$ cat config.mk
export PLATFORM = sky130hd
export DESIGN_NAME = ahb_protocol_monitor
export DESIGN_NICKNAME = d
export VERILOG_FILES = /design/src/design/ahb_mon_pkg.sv /design/src/design/ahb_protocol_monitor.sv /design/src/design/ahb_violation_log.sv /design/src/design/ahb_slave_rules.sv /design/src/design/ahb_master_rules.sv
export VERILOG_INCLUDE_DIRS = /design/src /design/src/design
export SDC_FILE = /design/constraint.sdc
export NUM_CORES = 1
export LEC_CHECK = 0
export ABC_AREA = 1
export BUFFER_PORTS_ARGS = -buffer_cell sky130_fd_sc_hd__buf_4
export CORE_MARGIN = 2
export CORE_UTILIZATION = 45
export CTS_BUF_LIST = sky130_fd_sc_hd__clkbuf_16
export DETAILED_ROUTE_END_ITERATION = 10
export HOLD_SLACK_MARGIN = 0.03
export PLACE_DENSITY = 0.71
export REMOVE_ABC_BUFFERS = 1
export SYNTH_ARGS = -nofsm -noshare
export SYNTH_HDL_FRONTEND = slang
export SYNTH_HIERARCHICAL = 1
export SYNTH_SLANG_ARGS = --single-unit
$ cat constraint.sdc
create_clock -name HCLK -period 5.45 [get_ports HCLK]
set_input_delay 1.09 -clock HCLK [delete_from_list [all_inputs] [get_ports HCLK]]
set_output_delay 1.09 -clock HCLK [all_outputs]
set_load 0.03 [all_outputs]
$ cat src/design/ahb_mon_defines.svh
// Widths are fixed at build time and AHB_DATA_W caps the widest legal HSIZE
`ifndef AHB_MON_DEFINES_SVH
`define AHB_MON_DEFINES_SVH

////////////////////////////////////////
// AHB bus widths
////////////////////////////////////////

// Address bus width in bits
`define AHB_ADDR_W 32

// Write data bus width in bits
// Any HSIZE wider than this is a size_range break
`define AHB_DATA_W 32

////////////////////////////////////////
// Violation log
////////////////////////////////////////

// Violation counter width
// The counter sticks at all ones
`define VIOL_CNT_W 16

`endif
$ cat src/design/ahb_mon_pkg.sv
// Types only and widths from ahb_mon_defines.svh with HSEL, HPROT, HMASTLOCK and HRDATA not carried
`include "ahb_mon_defines.svh"

package ahb_mon_pkg;

  // Transfer type
  typedef enum logic [1:0] {
    IDLE   = 2'b00,
    BUSY   = 2'b01,
    NONSEQ = 2'b10,
    SEQ    = 2'b11
  } htrans_t;

  // Burst type
  typedef enum logic [2:0] {
    SINGLE = 3'b000,
    INCR   = 3'b001,
    WRAP4  = 3'b010,
    INCR4  = 3'b011,
    WRAP8  = 3'b100,
    INCR8  = 3'b101,
    WRAP16 = 3'b110,
    INCR16 = 3'b111
  } hburst_t;

  // Transfer size as log2 of the byte count
  typedef enum logic [2:0] {BYTE, HWORD, WORD, DWORD, B128, B256, B512, B1024} hsize_t;

  // AHB3-Lite response carries OKAY and ERROR only
  typedef enum logic {OKAY = 1'b0, ERROR = 1'b1} hresp_t;

  // One bus sample, 75 bits
  typedef struct packed {
    logic [`AHB_ADDR_W-1:0] haddr;
    logic [`AHB_DATA_W-1:0] hwdata;
    logic                   hwrite;
    hsize_t                 hsize;
    hburst_t                hburst;
    htrans_t                htrans;
    logic                   hready;
    hresp_t                 hresp;
  } ahb_bus_t;

  // Rule flags, code order follows field order
  typedef struct packed {
    logic trans_seq;
    logic wait_stable;
    logic burst_stable;
    logic addr_seq;
    logic size_range;
    logic idle_resp;
    logic err_seq;
  } viol_t;

  // Rule codes for the first-violation record
  typedef enum logic [2:0] {
    NONE, TRANS_SEQ, WAIT_STABLE, BURST_STABLE, ADDR_SEQ, SIZE_RANGE, IDLE_RESP, ERR_SEQ
  } viol_code_t;

endpackage

$ cat src/design/ahb_protocol_monitor.sv
// Passive monitor with two edges from offending sample to viol_strobe and no HSEL or HRDATA checks
`timescale 1ns/10ps
`include "ahb_mon_defines.svh"

module ahb_protocol_monitor (
  input  logic                    HCLK,
  input  logic                    HRESETn,
  input  logic [`AHB_ADDR_W-1:0]  HADDR,
  input  logic [`AHB_DATA_W-1:0]  HWDATA,
  input  logic                    HWRITE,
  input  logic [2:0]              HSIZE,
  input  logic [2:0]              HBURST,
  input  logic [1:0]              HTRANS,
  input  logic                    HREADY,
  input  logic                    HRESP,
  input  logic                    clr,
  output logic                    viol_strobe,
  output ahb_mon_pkg::viol_t      viol_flags,
  output logic [`VIOL_CNT_W-1:0]  viol_count,
  output ahb_mon_pkg::viol_code_t first_viol
);

  ahb_mon_pkg::ahb_bus_t bus;
  ahb_mon_pkg::viol_t    mst_viol;
  ahb_mon_pkg::viol_t    slv_viol;

  // Raw pins into one sample
  assign bus = '{haddr: HADDR, hwdata: HWDATA, hwrite: HWRITE,
                 hsize: ahb_mon_pkg::hsize_t'(HSIZE), hburst: ahb_mon_pkg::hburst_t'(HBURST),
                 htrans: ahb_mon_pkg::htrans_t'(HTRANS), hready: HREADY,
                 hresp: ahb_mon_pkg::hresp_t'(HRESP)};

  ahb_master_rules u_master (.HCLK(HCLK), .HRESETn(HRESETn), .bus(bus), .viol(mst_viol));

  ahb_slave_rules u_slave (.HCLK(HCLK), .HRESETn(HRESETn), .bus(bus), .viol(slv_viol));

  // Merge both flag sets into the status outputs
  ahb_violation_log u_log (
    .HCLK(HCLK), .HRESETn(HRESETn), .clr(clr),
    .mst_viol(mst_viol), .slv_viol(slv_viol),
    .viol_strobe(viol_strobe), .viol_flags(viol_flags),
    .viol_count(viol_count), .first_viol(first_viol)
  );

endmodule

$ cat src/design/ahb_violation_log.sv
// Status clears only through clr and a violation in the clear cycle starts the new record
`timescale 1ns/10ps
`include "ahb_mon_defines.svh"

module ahb_violation_log (
  input  logic                    HCLK,
  input  logic                    HRESETn,
  input  logic                    clr,
  input  ahb_mon_pkg::viol_t      mst_viol,
  input  ahb_mon_pkg::viol_t      slv_viol,
  output logic                    viol_strobe,
  output ahb_mon_pkg::viol_t      viol_flags,
  output logic [`VIOL_CNT_W-1:0]  viol_count,
  output ahb_mon_pkg::viol_code_t first_viol
);

  ahb_mon_pkg::viol_t      merged;
  logic                    any_viol;
  logic                    cnt_max;
  ahb_mon_pkg::viol_code_t new_code;

  assign merged   = mst_viol | slv_viol;
  assign any_viol = |merged;
  assign cnt_max  = &viol_count;

  // Lowest-numbered rule wins
  always_comb
  begin
    if (merged.trans_seq)
      new_code = ahb_mon_pkg::TRANS_SEQ;
    else if (merged.wait_stable)
      new_code = ahb_mon_pkg::WAIT_STABLE;
    else if (merged.burst_stable)
      new_code = ahb_mon_pkg::BURST_STABLE;
    else if (merged.addr_seq)
      new_code = ahb_mon_pkg::ADDR_SEQ;
    else if (merged.size_range)
      new_code = ahb_mon_pkg::SIZE_RANGE;
    else if (merged.idle_resp)
      new_code = ahb_mon_pkg::IDLE_RESP;
    else if (merged.err_seq)
      new_code = ahb_mon_pkg::ERR_SEQ;
    else
      new_code = ahb_mon_pkg::NONE;
  end

  ////////////////////////////////////////
  // Sticky status
  ////////////////////////////////////////

  always_ff @(posedge HCLK or negedge HRESETn)
  begin
    if (!HRESETn)
    begin
      viol_strobe <= 1'b0;
      viol_flags  <= '0;
      viol_count  <= '0;
      first_viol  <= ahb_mon_pkg::NONE;
    end
    else
    begin
      // One pulse per cycle with any flag
      viol_strobe <= any_viol;
      if (clr)
      begin
        viol_flags <= merged;
        viol_count <= {{(`VIOL_CNT_W-1){1'b0}}, any_viol};
        first_viol <= new_code;
      end
      else
      begin
        viol_flags <= viol_flags | merged;
        if (any_viol && !cnt_max)
          viol_count <= viol_count + 1'b1;
        // First code locks until the next clear
        if (first_viol == ahb_mon_pkg::NONE)
          first_viol <= new_code;
      end
    end
  end

  // Count only moves down through a clear
  assert property (@(posedge HCLK) disable iff (!HRESETn)
    !clr |=> (viol_count >= $past(viol_count)));

endmodule

$ cat src/design/ahb_slave_rules.sv
// Zero-wait rules apply only to an IDLE or BUSY that saw HREADY high
`timescale 1ns/10ps

module ahb_slave_rules (
  input  logic                  HCLK,
  input  logic                  HRESETn,
  input  ahb_mon_pkg::ahb_bus_t bus,
  output ahb_mon_pkg::viol_t    viol
);

  ahb_mon_pkg::htrans_t prev_htrans;
  logic                 prev_hready;
  ahb_mon_pkg::hresp_t  prev_hresp;
  logic                 no_wait_due;
  logic                 err_first;
  logic                 err_second;
  ahb_mon_pkg::viol_t   viol_nxt;

  always_ff @(posedge HCLK or negedge HRESETn)
  begin
    if (!HRESETn)
    begin
      prev_htrans <= ahb_mon_pkg::IDLE;
      prev_hready <= 1'b1;
      prev_hresp  <= ahb_mon_pkg::OKAY;
    end
    else
    begin
      prev_htrans <= bus.htrans;
      prev_hready <= bus.hready;
      prev_hresp  <= bus.hresp;
    end
  end

  // Accepted IDLE or BUSY owes a zero-wait OKAY
  assign no_wait_due = prev_hready &&
    ((prev_htrans == ahb_mon_pkg::IDLE) || (prev_htrans == ahb_mon_pkg::BUSY));

  // ERROR shape is one stalled cycle then one ready cycle
  assign err_first  = !prev_hready && (prev_hresp == ahb_mon_pkg::ERROR);
  assign err_second = bus.hready && (bus.hresp == ahb_mon_pkg::ERROR);

  always_comb
  begin
    viol_nxt = '0;
    viol_nxt.idle_resp = no_wait_due && (!bus.hready || (bus.hresp != ahb_mon_pkg::OKAY));
    // Either half of the pair showing up alone
    viol_nxt.err_seq = (err_second && !err_first) || (err_first && !err_second);
  end

  always_ff @(posedge HCLK or negedge HRESETn)
  begin
    if (!HRESETn)
      viol <= '0;
    else
      viol <= viol_nxt;
  end

  // Slave must drive a defined response once out of reset
  assert property (@(posedge HCLK) disable iff (!HRESETn) !$isunknown(bus.hresp));

endmodule

$ cat src/design/ahb_master_rules.sv
// Single master without HSEL decode and an ERROR response lets the master cancel a burst
`timescale 1ns/10ps
`include "ahb_mon_defines.svh"

module ahb_master_rules (
  input  logic                  HCLK,
  input  logic                  HRESETn,
  input  ahb_mon_pkg::ahb_bus_t bus,
  output ahb_mon_pkg::viol_t    viol
);

  ahb_mon_pkg::ahb_bus_t  prev_bus;
  logic                   burst_act;
  logic [3:0]             beat_cnt;
  logic [`AHB_ADDR_W-1:0] beat_addr;
  ahb_mon_pkg::hsize_t    beat_size;
  logic                   dp_write;
  logic                   xfer;
  logic                   fixed_mid;
  logic [`AHB_ADDR_W-1:0] exp_addr;
  logic [10:0]            size_bits;
  ahb_mon_pkg::viol_t     viol_nxt;

  // Beats still to come after the NONSEQ of a burst
  function automatic logic [3:0] beats_left(input ahb_mon_pkg::hburst_t hb);
    case (hb)
      ahb_mon_pkg::WRAP4, ahb_mon_pkg::INCR4:   beats_left = 4'd3;
      ahb_mon_pkg::WRAP8, ahb_mon_pkg::INCR8:   beats_left = 4'd7;
      ahb_mon_pkg::WRAP16, ahb_mon_pkg::INCR16: beats_left = 4'd15;
      default:                                  beats_left = 4'd0;
    endcase
  endfunction

  // NONSEQ or SEQ in the address phase
  assign xfer = (bus.htrans == ahb_mon_pkg::NONSEQ) || (bus.htrans == ahb_mon_pkg::SEQ);

  // INCR keeps the count at zero
  assign fixed_mid = burst_act && (beat_cnt != 4'd0);

  ////////////////////////////////////////
  // Previous sample and burst tracking
  ////////////////////////////////////////

  always_ff @(posedge HCLK or negedge HRESETn)
  begin
    if (!HRESETn)
    begin
      prev_bus <= '{haddr: '0, hwdata: '0, hwrite: 1'b0, hsize: ahb_mon_pkg::BYTE,
                    hburst: ahb_mon_pkg::SINGLE, htrans: ahb_mon_pkg::IDLE,
                    hready: 1'b1, hresp: ahb_mon_pkg::OKAY};
    end
    else
    begin
      prev_bus <= bus;
    end
  end

  // Burst position moves only when the address phase is accepted
  always_ff @(posedge HCLK or negedge HRESETn)
  begin
    if (!HRESETn)
    begin
      burst_act <= 1'b0;
      beat_cnt  <= 4'd0;
      dp_write  <= 1'b0;
    end
    else if (bus.hready)
    begin
      dp_write <= xfer && bus.hwrite;
      case (bus.htrans)
        ahb_mon_pkg::NONSEQ:
        begin
          burst_act <= (bus.hburst != ahb_mon_pkg::SINGLE);
          beat_cnt  <= beats_left(bus.hburst);
        end
        ahb_mon_pkg::SEQ:
        begin
          // Last fixed beat closes the burst
          if (beat_cnt == 4'd1)
            burst_act <= 1'b0;
          if (beat_cnt != 4'd0)
            beat_cnt <= beat_cnt - 4'd1;
        end
        ahb_mon_pkg::IDLE:
        begin
          burst_act <= 1'b0;
          beat_cnt  <= 4'd0;
        end
        default:
          burst_act <= burst_act;  // BUSY holds the position
      endcase
    end
  end

  // Address and size of the last accepted beat
  always_ff @(posedge HCLK)
  begin
    if (bus.hready && xfer)
    begin
      beat_addr <= bus.haddr;
      beat_size <= bus.hsize;
    end
  end

  ////////////////////////////////////////
  // Rule checks
  ////////////////////////////////////////

  // Next beat address with wrap at the WRAPn boundary
  always_comb
  begin
    logic [`AHB_ADDR_W-1:0] incr;
    logic [`AHB_ADDR_W-1:0] wrap_mask;

    incr = {{(`AHB_ADDR_W-8){1'b0}}, 8'd1} << beat_size;
    case (bus.hburst)
      ahb_mon_pkg::WRAP4:  wrap_mask = (incr << 2) - 1'b1;
      ahb_mon_pkg::WRAP8:  wrap_mask = (incr << 3) - 1'b1;
      ahb_mon_pkg::WRAP16: wrap_mask = (incr << 4) - 1'b1;
      default:             wrap_mask = '1;
    endcase
    exp_addr = (beat_addr & ~wrap_mask) | ((beat_addr + incr) & wrap_mask);
  end

  // Transfer width in bits
  assign size_bits = 11'd8 << bus.hsize;

  always_comb
  begin
    viol_nxt = '0;
    // SEQ and BUSY need a burst, IDLE and NONSEQ may not cut a fixed one short
    if ((bus.htrans == ahb_mon_pkg::SEQ) || (bus.htrans == ahb_mon_pkg::BUSY))
      viol_nxt.trans_seq = !burst_act;
    else
      viol_nxt.trans_seq = fixed_mid && (bus.hresp == ahb_mon_pkg::OKAY);
    // Stalled address phase and write data must hold
    viol_nxt.wait_stable = !prev_bus.hready && (prev_bus.hresp == ahb_mon_pkg::OKAY) &&
      ((((prev_bus.htrans == ahb_mon_pkg::NONSEQ) || (prev_bus.htrans == ahb_mon_pkg::SEQ)) &&
        ((bus.haddr != prev_bus.haddr) || (bus.htrans != prev_bus.htrans) ||
         (bus.hwrite != prev_bus.hwrite) || (bus.hsize != prev_bus.hsize) ||
         (bus.hburst != prev_bus.hburst))) ||
       (dp_write && (bus.hwdata != prev_bus.hwdata)));
    // Control held across beats
    viol_nxt.burst_stable = burst_act &&
      ((bus.htrans == ahb_mon_pkg::SEQ) || (bus.htrans == ahb_mon_pkg::BUSY)) &&
      ((bus.hsize != prev_bus.hsize) || (bus.hburst != prev_bus.hburst) ||
       (bus.hwrite != prev_bus.hwrite));
    viol_nxt.addr_seq   = burst_act && (bus.htrans == ahb_mon_pkg::SEQ) && (bus.haddr != exp_addr);
    viol_nxt.size_range = xfer && (size_bits > `AHB_DATA_W);
  end

  always_ff @(posedge HCLK or negedge HRESETn)
  begin
    if (!HRESETn)
      viol <= '0;
    else
      viol <= viol_nxt;
  end

  // Remaining beats only exist inside an open burst
  assert property (@(posedge HCLK) disable iff (!HRESETn)
    (beat_cnt != 4'd0) |-> burst_act);

endmodule

After elaboration in Yosys (flattened, before gate mapping)
Cells that the tools add are included.
W data, S select, Z words.

storage, ports and cells
  input bits = 78
  flip-flop bits (word level) = 150
  output and inout port bits = 27
  logic and storage cells = 142

operators by class
  magnitude comparators = 1
  reduce and logical (&&, ||, !) cells = 54
  bitwise operators = 8
  eq/ne operators = 22
  shift operators = 2
  multiplexer cells = 19
  add/subtract/negate cells = 6

operators by type and width
  kind                     number
  $ne A32 B32 Y1           3
  $pmux W32 S3             1
  $sub A32 B1 Y32 const B  3
  $and A32 B32 Y32         2
  $add A32 B32 Y32         1
  $mux W16                 2
  $not A32 Y32             1
  $or A32 B32 Y32          1
  $shl A1 B3 Y32 const A   1
  $mux W3                  9
  $pmux W4 S3              2
  $logic_and A1 B1 Y1      20
  $add A16 B1 Y16 const B  1
  $reduce_and A16 Y1       1
  $logic_or A1 B1 Y1       13
  $eq A3 B3 Y1 const B     4
  $gt A11 B6 Y1 const B    1
  $shl A4 B3 Y11 const A   1
  $eq A2 B2 Y1 const B     4
  $mux W7                  1
  $or A7 B2 Y7             1
  $or A7 B7 Y7             1
  $reduce_or A7 Y1         1
  $eq A3 B2 Y1 const B     2
  other kinds (19)         35

Depth between registers and ports, before layout
Gate-level depths: netlist (run 1).

  depth after elaboration = 10
  mapped depth = 22
  gate-level depth less buffers = 22

By module
Netlist (run 1), hierarchy kept.

modules (own cells, without submodules)
  module             cells each  seq. area each (um^2)  instances  area an instance (um^2)
  ahb_master_rules   788         3,204.3                1          6,675.2
  ahb_violation_log  199         675.6                  1          1,500.2
  ahb_slave_rules    22          126.4                  1          211.5

Least setup slack after synthesis (run 1)
OpenSTA, ideal clock, no wires.

  kind = input to register
  start = in HTRANS[0]
  end = reg u_master.beat_addr[0] (enable)
  setup time = 0.429 ns
  arrival time = 2.898 ns
  required time = 5.021 ns
  buffers on the path = 0
  slack = 2.123 ns
  stages = 3
  path through = ha_1 > nor2_1 > nor2_1

between the ends
  word-level cells in the longest chain between the ends = 3
  elaborated cells between the ends (all ways) = 4

ends and longest elaborated chain
  element                  line                        source
  from (decl)              ahb_protocol_monitor.sv:13  input logic [1:0] HTRANS,
  $eq A2 B2 Y1             ahb_master_rules.sv:35      assign xfer = (bus.htrans == ahb_mon_pkg::NONSEQ) || (bus.htrans == ahb_mon_pkg::SEQ);
  $logic_or A1 B1 Y1 (*)   ahb_master_rules.sv:35
  $logic_and A1 B1 Y1 (*)  ahb_master_rules.sv:98      if (bus.hready && xfer)
  to (signal assigned)     ahb_master_rules.sv:100     beat_addr <= bus.haddr;
  to (decl)                ahb_master_rules.sv:15      logic [`AHB_ADDR_W-1:0] beat_addr;

Mark *: on every way between the ends. The rest lies on a longest branch, timed or not.
A chain may end at the register's enable or synchronous reset.

==> impl_results.md, run 1 <==
- CORE AREA: 18100 µm²
- CTS clock-pin slew for the worst setup and hold paths: 0.06 ns
- Initial Util: 46.2%
- Crit path largest cell delay: 0.46 ns
- TritonCTS Buffers: 17
- Setup Buffers After CTS: 0
- Comb power frac: 15.7%
- Place WS: 2.45 ns
- Vias per Instance: 5.01
- Setup crit end kind: register
- Post-DP HPWL: 14900 µm
- Max Clock Skew: 0.00641 ns
- Peak Freq: 0.330 GHz
- DP Area: 9390 µm²
- Maximum vdd drop: 0.230 mV
- Top FF cell, synth: dfrtp_1
- Period utilization: 55.7%
- Yosys top cell by area: dfrtp_1
- Hold Buf Count CTS: 0
- Die Wd: 141 µm
- Sw frac: 27.0%
- H-tree depth: 4
- Leakage: 4.74 nW
- RSZ-0062 raised after global routing: no
- Reg2Reg Setup Slack: 2.42 ns
- Via Count: 6850
- Top cells by area, synth: dfrtp_1, edfxtp_1, nand2_1, xnor2_1, nand3_1
- Hold path start: u_slave/prev_htrans[1]
- Crit path max fanout: 10
- Vias in the first global route: 6608
- Worst Hold Slack: 0.464 ns
- # resized after CTS: 0
- Flop pwr share: 44.2%
- P_sw: 0.791 mW
- Status: complete, no violations
- Mean post-synth cell area: 8.31 µm²
- Worst path required time: 5.76 ns
- GRT overflow: 0
- Clock power share: 40.1%
- Worst setup margin: 2.42 ns
- Hold path endpoint: u_slave/viol[1]
- Fillers: 1691
- Most used cell, CP: nand2_1
- Reg2reg path depth: 19
- Final Slew Violations: 0
- Worst-Margin Slew: 1.10 ns
- Gate Count Post-Synth: 1009
- Register area share after synthesis: 47.8%
- Storage cell area: 4010 µm²
- #FFs+latches synth: 153
- EDFF count, synth: 35
- Routed Antenna Nets: 0
- Initial drt markers: 413
- Area of the multi-input gates: 3860 µm²
- Final core occ: 55.0%
- Io pins: 105
- Worst path slowest cell: fa_1
- Min-Delay Path Depth: 3
- MaxCap Viol Count: 0
- Mapped Area: 8390 µm²
- # rows: 49
- Synth Warn #: 6
- Initial antenna violation count: 1
- DRC Markers: 0
- Post-synth top area share: 34.6%
- Most common cell in the synthesized netlist: nand2_1
- Share of cells above drive strength 1: 14.9%
- WL/cell: 14.3 µm
- Root buf cell: clkbuf_16
- Startpoint types: register
- Clk sink count: 153
- Kind of cell adding the most delay to the critical path: simple AND/OR/NAND/NOR gates
- Setup Crit Path Kind: reg -> reg
- Setup TNS: 0 ns
- CP Buf/Inv Count: 4
- Critical path data arrival time: 3.34 ns
- Ys async rst share: 77.1%
- Die Ht: 141 µm
- Reg2Reg Launch Point: u_master/beat_size[0]
- GRT Util Overall: 20.8%
- Final min period: 3.03 ns
- Bufs on Longest Clock Path: 2
- Pre-Repair DR Iteration Count: 6
- Final setup vio count: 0
- GPL Wtd Cong: 0.908
- Die ar.: 19700 µm²
- Clk Latency, worst-skew pair: 0.42 ns
- Routed WL: 19500 µm
- CP Cell Sequence: clkinv_1 > nand2_1 > inv_1 > ha_1 > fa_1 > nand3_1 > nand2_1 > nand3_1 > nand2_1 > nand2_1 > inv_1 > nand3b_1 > nand2_1 > inv_1 > nand3_1 > nor2_1 > nand3_1 > nor2_1 > nor2_1
- Synth cell types: 43
- Global-route wire length before repair: 32400 µm
- Hold Path Class: reg -> reg
- TritonCTS clock tree: done
- NumNets Final: 1221
- PortBufs: 104
- Normalized max-slew margin: 26.8%
- Hold Fails Final Rpt: 0
- Area growth from synthesis to layout: 19.0%
- P per Cell Area: 294 nW/µm²
- Synth top cells by count: nand2_1, dfrtp_1, inv_1, nand3_1, nor2_1
- Largest net degree at the start of global routing: 54
- RR Endpoint: u_master/viol[3]
- Internal: 2.14 mW
- Post-Layout Inst Area: 9980 µm²
-- worst max path at each step --
stage	from	to	slack, ns	cells past startpoint
after CTS	u_master/beat_size[0]	u_master/viol[3]	2.44	19
after floorplan	HTRANS[0]	u_master/beat_addr[0]	2.12	3
after detailed placement	u_master/beat_size[0]	u_master/viol[3]	2.45	19
after global routing	u_master/beat_size[2]	u_master/viol[3]	2.00	20
final	u_master/beat_size[0]	u_master/viol[3]	2.42	19
after global placement	u_master/beat_size[0]	u_master/viol[3]	2.53	19
-- worst reg2reg max path, stage by stage, from the launching register on --
cell and delay [ns]:
edfxtp_1 0.35, clkinv_1 0.23, nand2_1 0.23, inv_1 0.08, ha_1 0.24, fa_1 0.46
nand3_1 0.12, nand2_1 0.11, nand3_1 0.09, nand2_1 0.19, nand2_1 0.18, inv_1 0.08
nand3b_1 0.08, nand2_1 0.05, inv_1 0.05, nand3_1 0.06, nor2_1 0.10, nand3_1 0.08
nor2_1 0.10, nor2_1 0.04
-- layout make-up --
type	instances	area share, %
flip-flops and latches	153	40.2
multi-input cells	729	38.7
repair buffers	106	7.97
inverters	118	4.44
clock buffers	17	4.26
well taps	229	2.87
clock inverters	14	1.59
diodes	1	0.0251
-- cells in the final DEF, fill, tap and decap left out, types with 4 or more instances in the layout --
master | synthesis | routed
nand2_1 | 272 | 272
dfrtp_1 | 116 | 116
inv_1 | 113 | 115
buf_4 | 8 | 106
nand3_1 | 106 | 106
nor2_1 | 91 | 90
xnor2_1 | 61 | 61
xor2_1 | 37 | 37
edfxtp_1 | 35 | 35
nand4_1 | 27 | 27
o21ai_0 | 25 | 25
clkbuf_16 | 0 | 17
ha_1 | 17 | 17
a21oi_1 | 15 | 15
or2_2 | 10 | 10
nor2_2 | 9 | 9
nor3_1 | 9 | 9
nand3b_1 | 8 | 8
nor4_1 | 7 | 7
conb_1 | 2 | 7
nand2_2 | 5 | 5
o21bai_1 | 4 | 4
inv_2 | 4 | 4
-- through the flow --
stage	std cells	power, mW
6_report	1367	2.93
5_1_grt	1367	3.07
4_1_cts	1366	2.96
3_5_place_dp	1335	1.78
3_3_place_gp	1335	1.77
2_1_floorplan	1000	1.59
-- metal layers --
layer	global-route usage, %	vias up	wire, µm
met4	6.26	0	290
met5	0	-	0
met3	6.05	21	1410
li1	-	3470	-
met2	33.0	199	9060
met1	27.9	3160	8750
-- power groups by stage --
stage / clock network, mW / logic [mW] / registers (mW)
2_1_floorplan: 0 / 0.263 / 1.33
3_3_place_gp: 0 / 0.451 / 1.32
3_5_place_dp: 0 / 0.457 / 1.32
4_1_cts: 1.20 / 0.461 / 1.30
5_1_grt: 1.25 / 0.519 / 1.31
6_report: 1.18 / 0.459 / 1.30
-- cells by family (layout without fill, tap and decap cells) --
logic type	Yosys count	after routing	share of synthesized area, %
buffers and inverters	132	255	6.52
xor gates and xnor gates	98	98	10.2
AOI/OAI and AO/OA	56	56	3.83
other	2	8	0.0895
and+or+nand+nor	550	550	28.8
DFF	153	153	47.8
adders and majority gates	18	18	2.77
-- flip-flops by register name, summed over array words and instances (netlist names) --
name	flops
u_master/prev_bus	75
u_master/dp_write	1
u_log/viol_flags	7
u_slave/viol	2
u_master/burst_act	1
u_master/beat_cnt	4
u_slave/prev_hready	1
u_log/first_viol	3
u_master/beat_size	3
u_log/viol_strobe	1
u_log/viol_count	16
u_slave/prev_htrans	1
u_master/beat_addr	32
u_master/viol	5
u_slave/prev_hresp	1
Note: power is estimated with default switching activity, not from simulation.
==> run 2, diff against run 1 <==
==> constraint.sdc (replaced) <==
create_clock -name HCLK -period 2.9 [get_ports HCLK]
set_input_delay 0.58 -clock HCLK [delete_from_list [all_inputs] [get_ports HCLK]]
set_output_delay 0.58 -clock HCLK [all_outputs]
set_load 0.03 [all_outputs]
==> run 2 against run 1 <==
  * The flow now finishes with violations (design-rule violations)
  * Via count grew 2.3%
  * Non-clock buffer count grew 11
  * Maximum frequency rose by 11%
  * Global-route usage fell by 0.54 points
  * Combinational power up 94%
  * First-iteration DRC count rose by 43%
  * Worst setup slack worse by 2.2 ns
  * Sequential cell count unchanged
==> impl_results.md, run 2 (synthesized netlist as in run 1, its figures left out) <==
- Vias in the first global route: 6666
- Hold Buf Count CTS: 0
- MaxCap Viol Count: 0
- Comb power frac: 16.3%
- Place WS: 0.0253 ns
- Initial antenna violation count: 0
- Maximum vdd drop: 0.433 mV
- Setup crit end kind: register
- Flop pwr share: 44.5%
- GRT overflow: 0
- Top reg by flops: u_master/prev_bus
- Vias per Instance: 5.09
- Worst path required time: 3.23 ns
- Area growth from synthesis to layout: 21.0%
- Commonest non-fill, non-tap cell in the layout: nand2_1
- Most used cell, CP: nand2_1
- Largest net degree at the start of global routing: 61
- TritonCTS clock tree: done
- Via Count: 7010
- Met3 Resource Use GR: 5.37%
- P per Cell Area: 539 nW/µm²
- Worst-Margin Slew: 0.580 ns
- Pre-Repair DR Iteration Count: 10
- Global Route met2 Usage: 32.2%
- NumNets Final: 1232
- Initial Util: 46.2%
- Max FFs per register: 75
- Clk Latency, worst-skew pair: 0.44 ns
- PortBufs: 104
- H-tree depth: 4
- Sw frac: 28.7%
- Fillers: 1651
- Root buf cell: clkbuf_16
- Post-DP HPWL: 14400 µm
- Normalized max-slew margin: 61.0%
- Peak Freq: 0.367 GHz
- CTS clock-pin slew for the worst setup and hold paths: 0.07 ns
- Final Slew Violations: 0
- Clk sink count: 153
- Worst path slowest cell: edfxtp_1
- Bufs on Longest Clock Path: 2
- Die Ht: 141 µm
- Largest regs: u_master/prev_bus: 75 flops, u_master/beat_addr: 32 flops, u_log/viol_count: 16 flops
- # rows: 49
- CP Cell Sequence: buf_4 > inv_1 > nand2_1 > nor2_1 > ha_1 > nand2_1 > nor2_1 > nand2_1 > nand3_2 > nand2_1 > nand2_4 > nand2_1 > inv_1 > a21o_1 > nand2_1 > nand3_1 > inv_1 > nand3_1 > nor2_1 > nor2_1
- WL/cell: 14.1 µm
- Max Clock Skew: 0.00844 ns
- Ant diodes: 0
- Initial drt markers: 589
- Worst setup margin: 0.172 ns
- Crit path largest cell delay: 0.40 ns
- Leakage: 4.79 nW
- TritonCTS Buffers: 17
- Global-route wire length before repair: 31500 µm
- Clock power share: 39.2%
- GRT Util Overall: 20.3%
- Startpoint types: register
- Hold Fails Final Rpt: 0
- GPL Wtd Cong: 0.985
- Period utilization: 94.1%
- Routed WL: 19500 µm
- DRC Markers: 1
- Crit path max fanout: 7
- Die ar.: 19700 µm²
- Most frequent cells in the layout: nand2_1, buf_4, dfrtp_1
- Status: finished with violations
- Routed Antenna Nets: 0
- Setup Crit Path Kind: reg -> reg
- Share of cells above drive strength 1: 17.1%
- Most Crowded Layer GR: met2
- GR Util met1: 26.4%
- Final setup vio count: 0
- CORE AREA: 18100 µm²
- Setup TNS: 0 ns
- Die Wd: 141 µm
- Hold Path Class: in -> async
- Final min period: 2.73 ns
- Failing checks: design-rule violations
- P_sw: 1.57 mW
- Io pins: 105
- Tot Pwr: 5.47 mW
- Internal: 3.90 mW
- Critical path data arrival time: 3.06 ns
-- run 2: changes by cell type in the layout (fill, tap and decap cells not counted), moves of 3 or more --
cell     change
buf_4       +10
ha_1         -3
nand2_1      -4
nor2_1       -3
-- run 2: worst max-delay path, delay by kind of cell, from the launching register on --
| family | cells | cell delay, ns |
|---|---|---|
| AO/OA/AOI/OAI | 1 | 0.15 |
| adder cells (fa/ha/maj) | 1 | 0.31 |
| buffers and inverters | 4 | 0.43 |
| flip-flops | 1 | 0.40 |
| AND/OR/NAND/NOR | 14 | 1.33 |
-- run 2: per-layer routing --
metal	up-vias	routed length, µm
li1	3501	-
met1	3231	8700
met2	230	9030
met3	48	1140
met4	0	590
met5	-	0
-- run 2: power by group through the flow --
stage | combinational, mW | sequential, mW | clock [mW]
floorplan | 0.495 | 2.49 | 0
global placement | 0.846 | 2.47 | 0
detailed placement | 0.861 | 2.47 | 0
CTS | 0.869 | 2.43 | 2.19
global route | 0.996 | 2.45 | 2.29
finish | 0.891 | 2.43 | 2.14
-- run 2: final cells by class --
cell class / instances / area (µm²) / share of cell area, %
sequential: 153 / 4010 / 39.5
multi-input combinational: 729 / 3950 / 39.0
timing repair buffer: 117 / 891 / 8.78
inverter: 118 / 443 / 4.37
clock buffer: 17 / 425 / 4.19
tap: 229 / 287 / 2.82
clock inverter: 15 / 139 / 1.37
-- run 2: worst paths after layout --
path,start,endpoint,slack [ns],depth (start not counted)
max in group asynchronous,HRESETn,u_master/prev_bus[1],2.01,2
worst max register to register,u_master/beat_size[2],u_master/viol[3],0.17,20
min in group HCLK,HWDATA[0],u_master/prev_bus[11],0.26,1
worst min-delay path,HRESETn,u_log/viol_count[2],0.10,1
worst min register to register,u_slave/prev_htrans[1],u_slave/viol[1],0.47,3
worst max-delay path,u_master/beat_size[2],u_master/viol[3],0.17,20
-- run 2: metrics by stage --
stage               cell area (µm²)  utilization [%]  hold slack, ns  instances
floorplan                      8300                -           0.284       1000
global placement               9450             52.1           0.454       1341
detailed placement             9450             52.1           0.460       1341
CTS                           10000             55.2           0.113       1373
global route                  10100             55.9           0.128       1378
finish                        10100             55.9           0.100       1378
-- run 2: repair_timing --
action	4_1_cts	5_1_grt
resized for setup	0	23
setup endpoints to repair	0	1
setup buffers	0	5
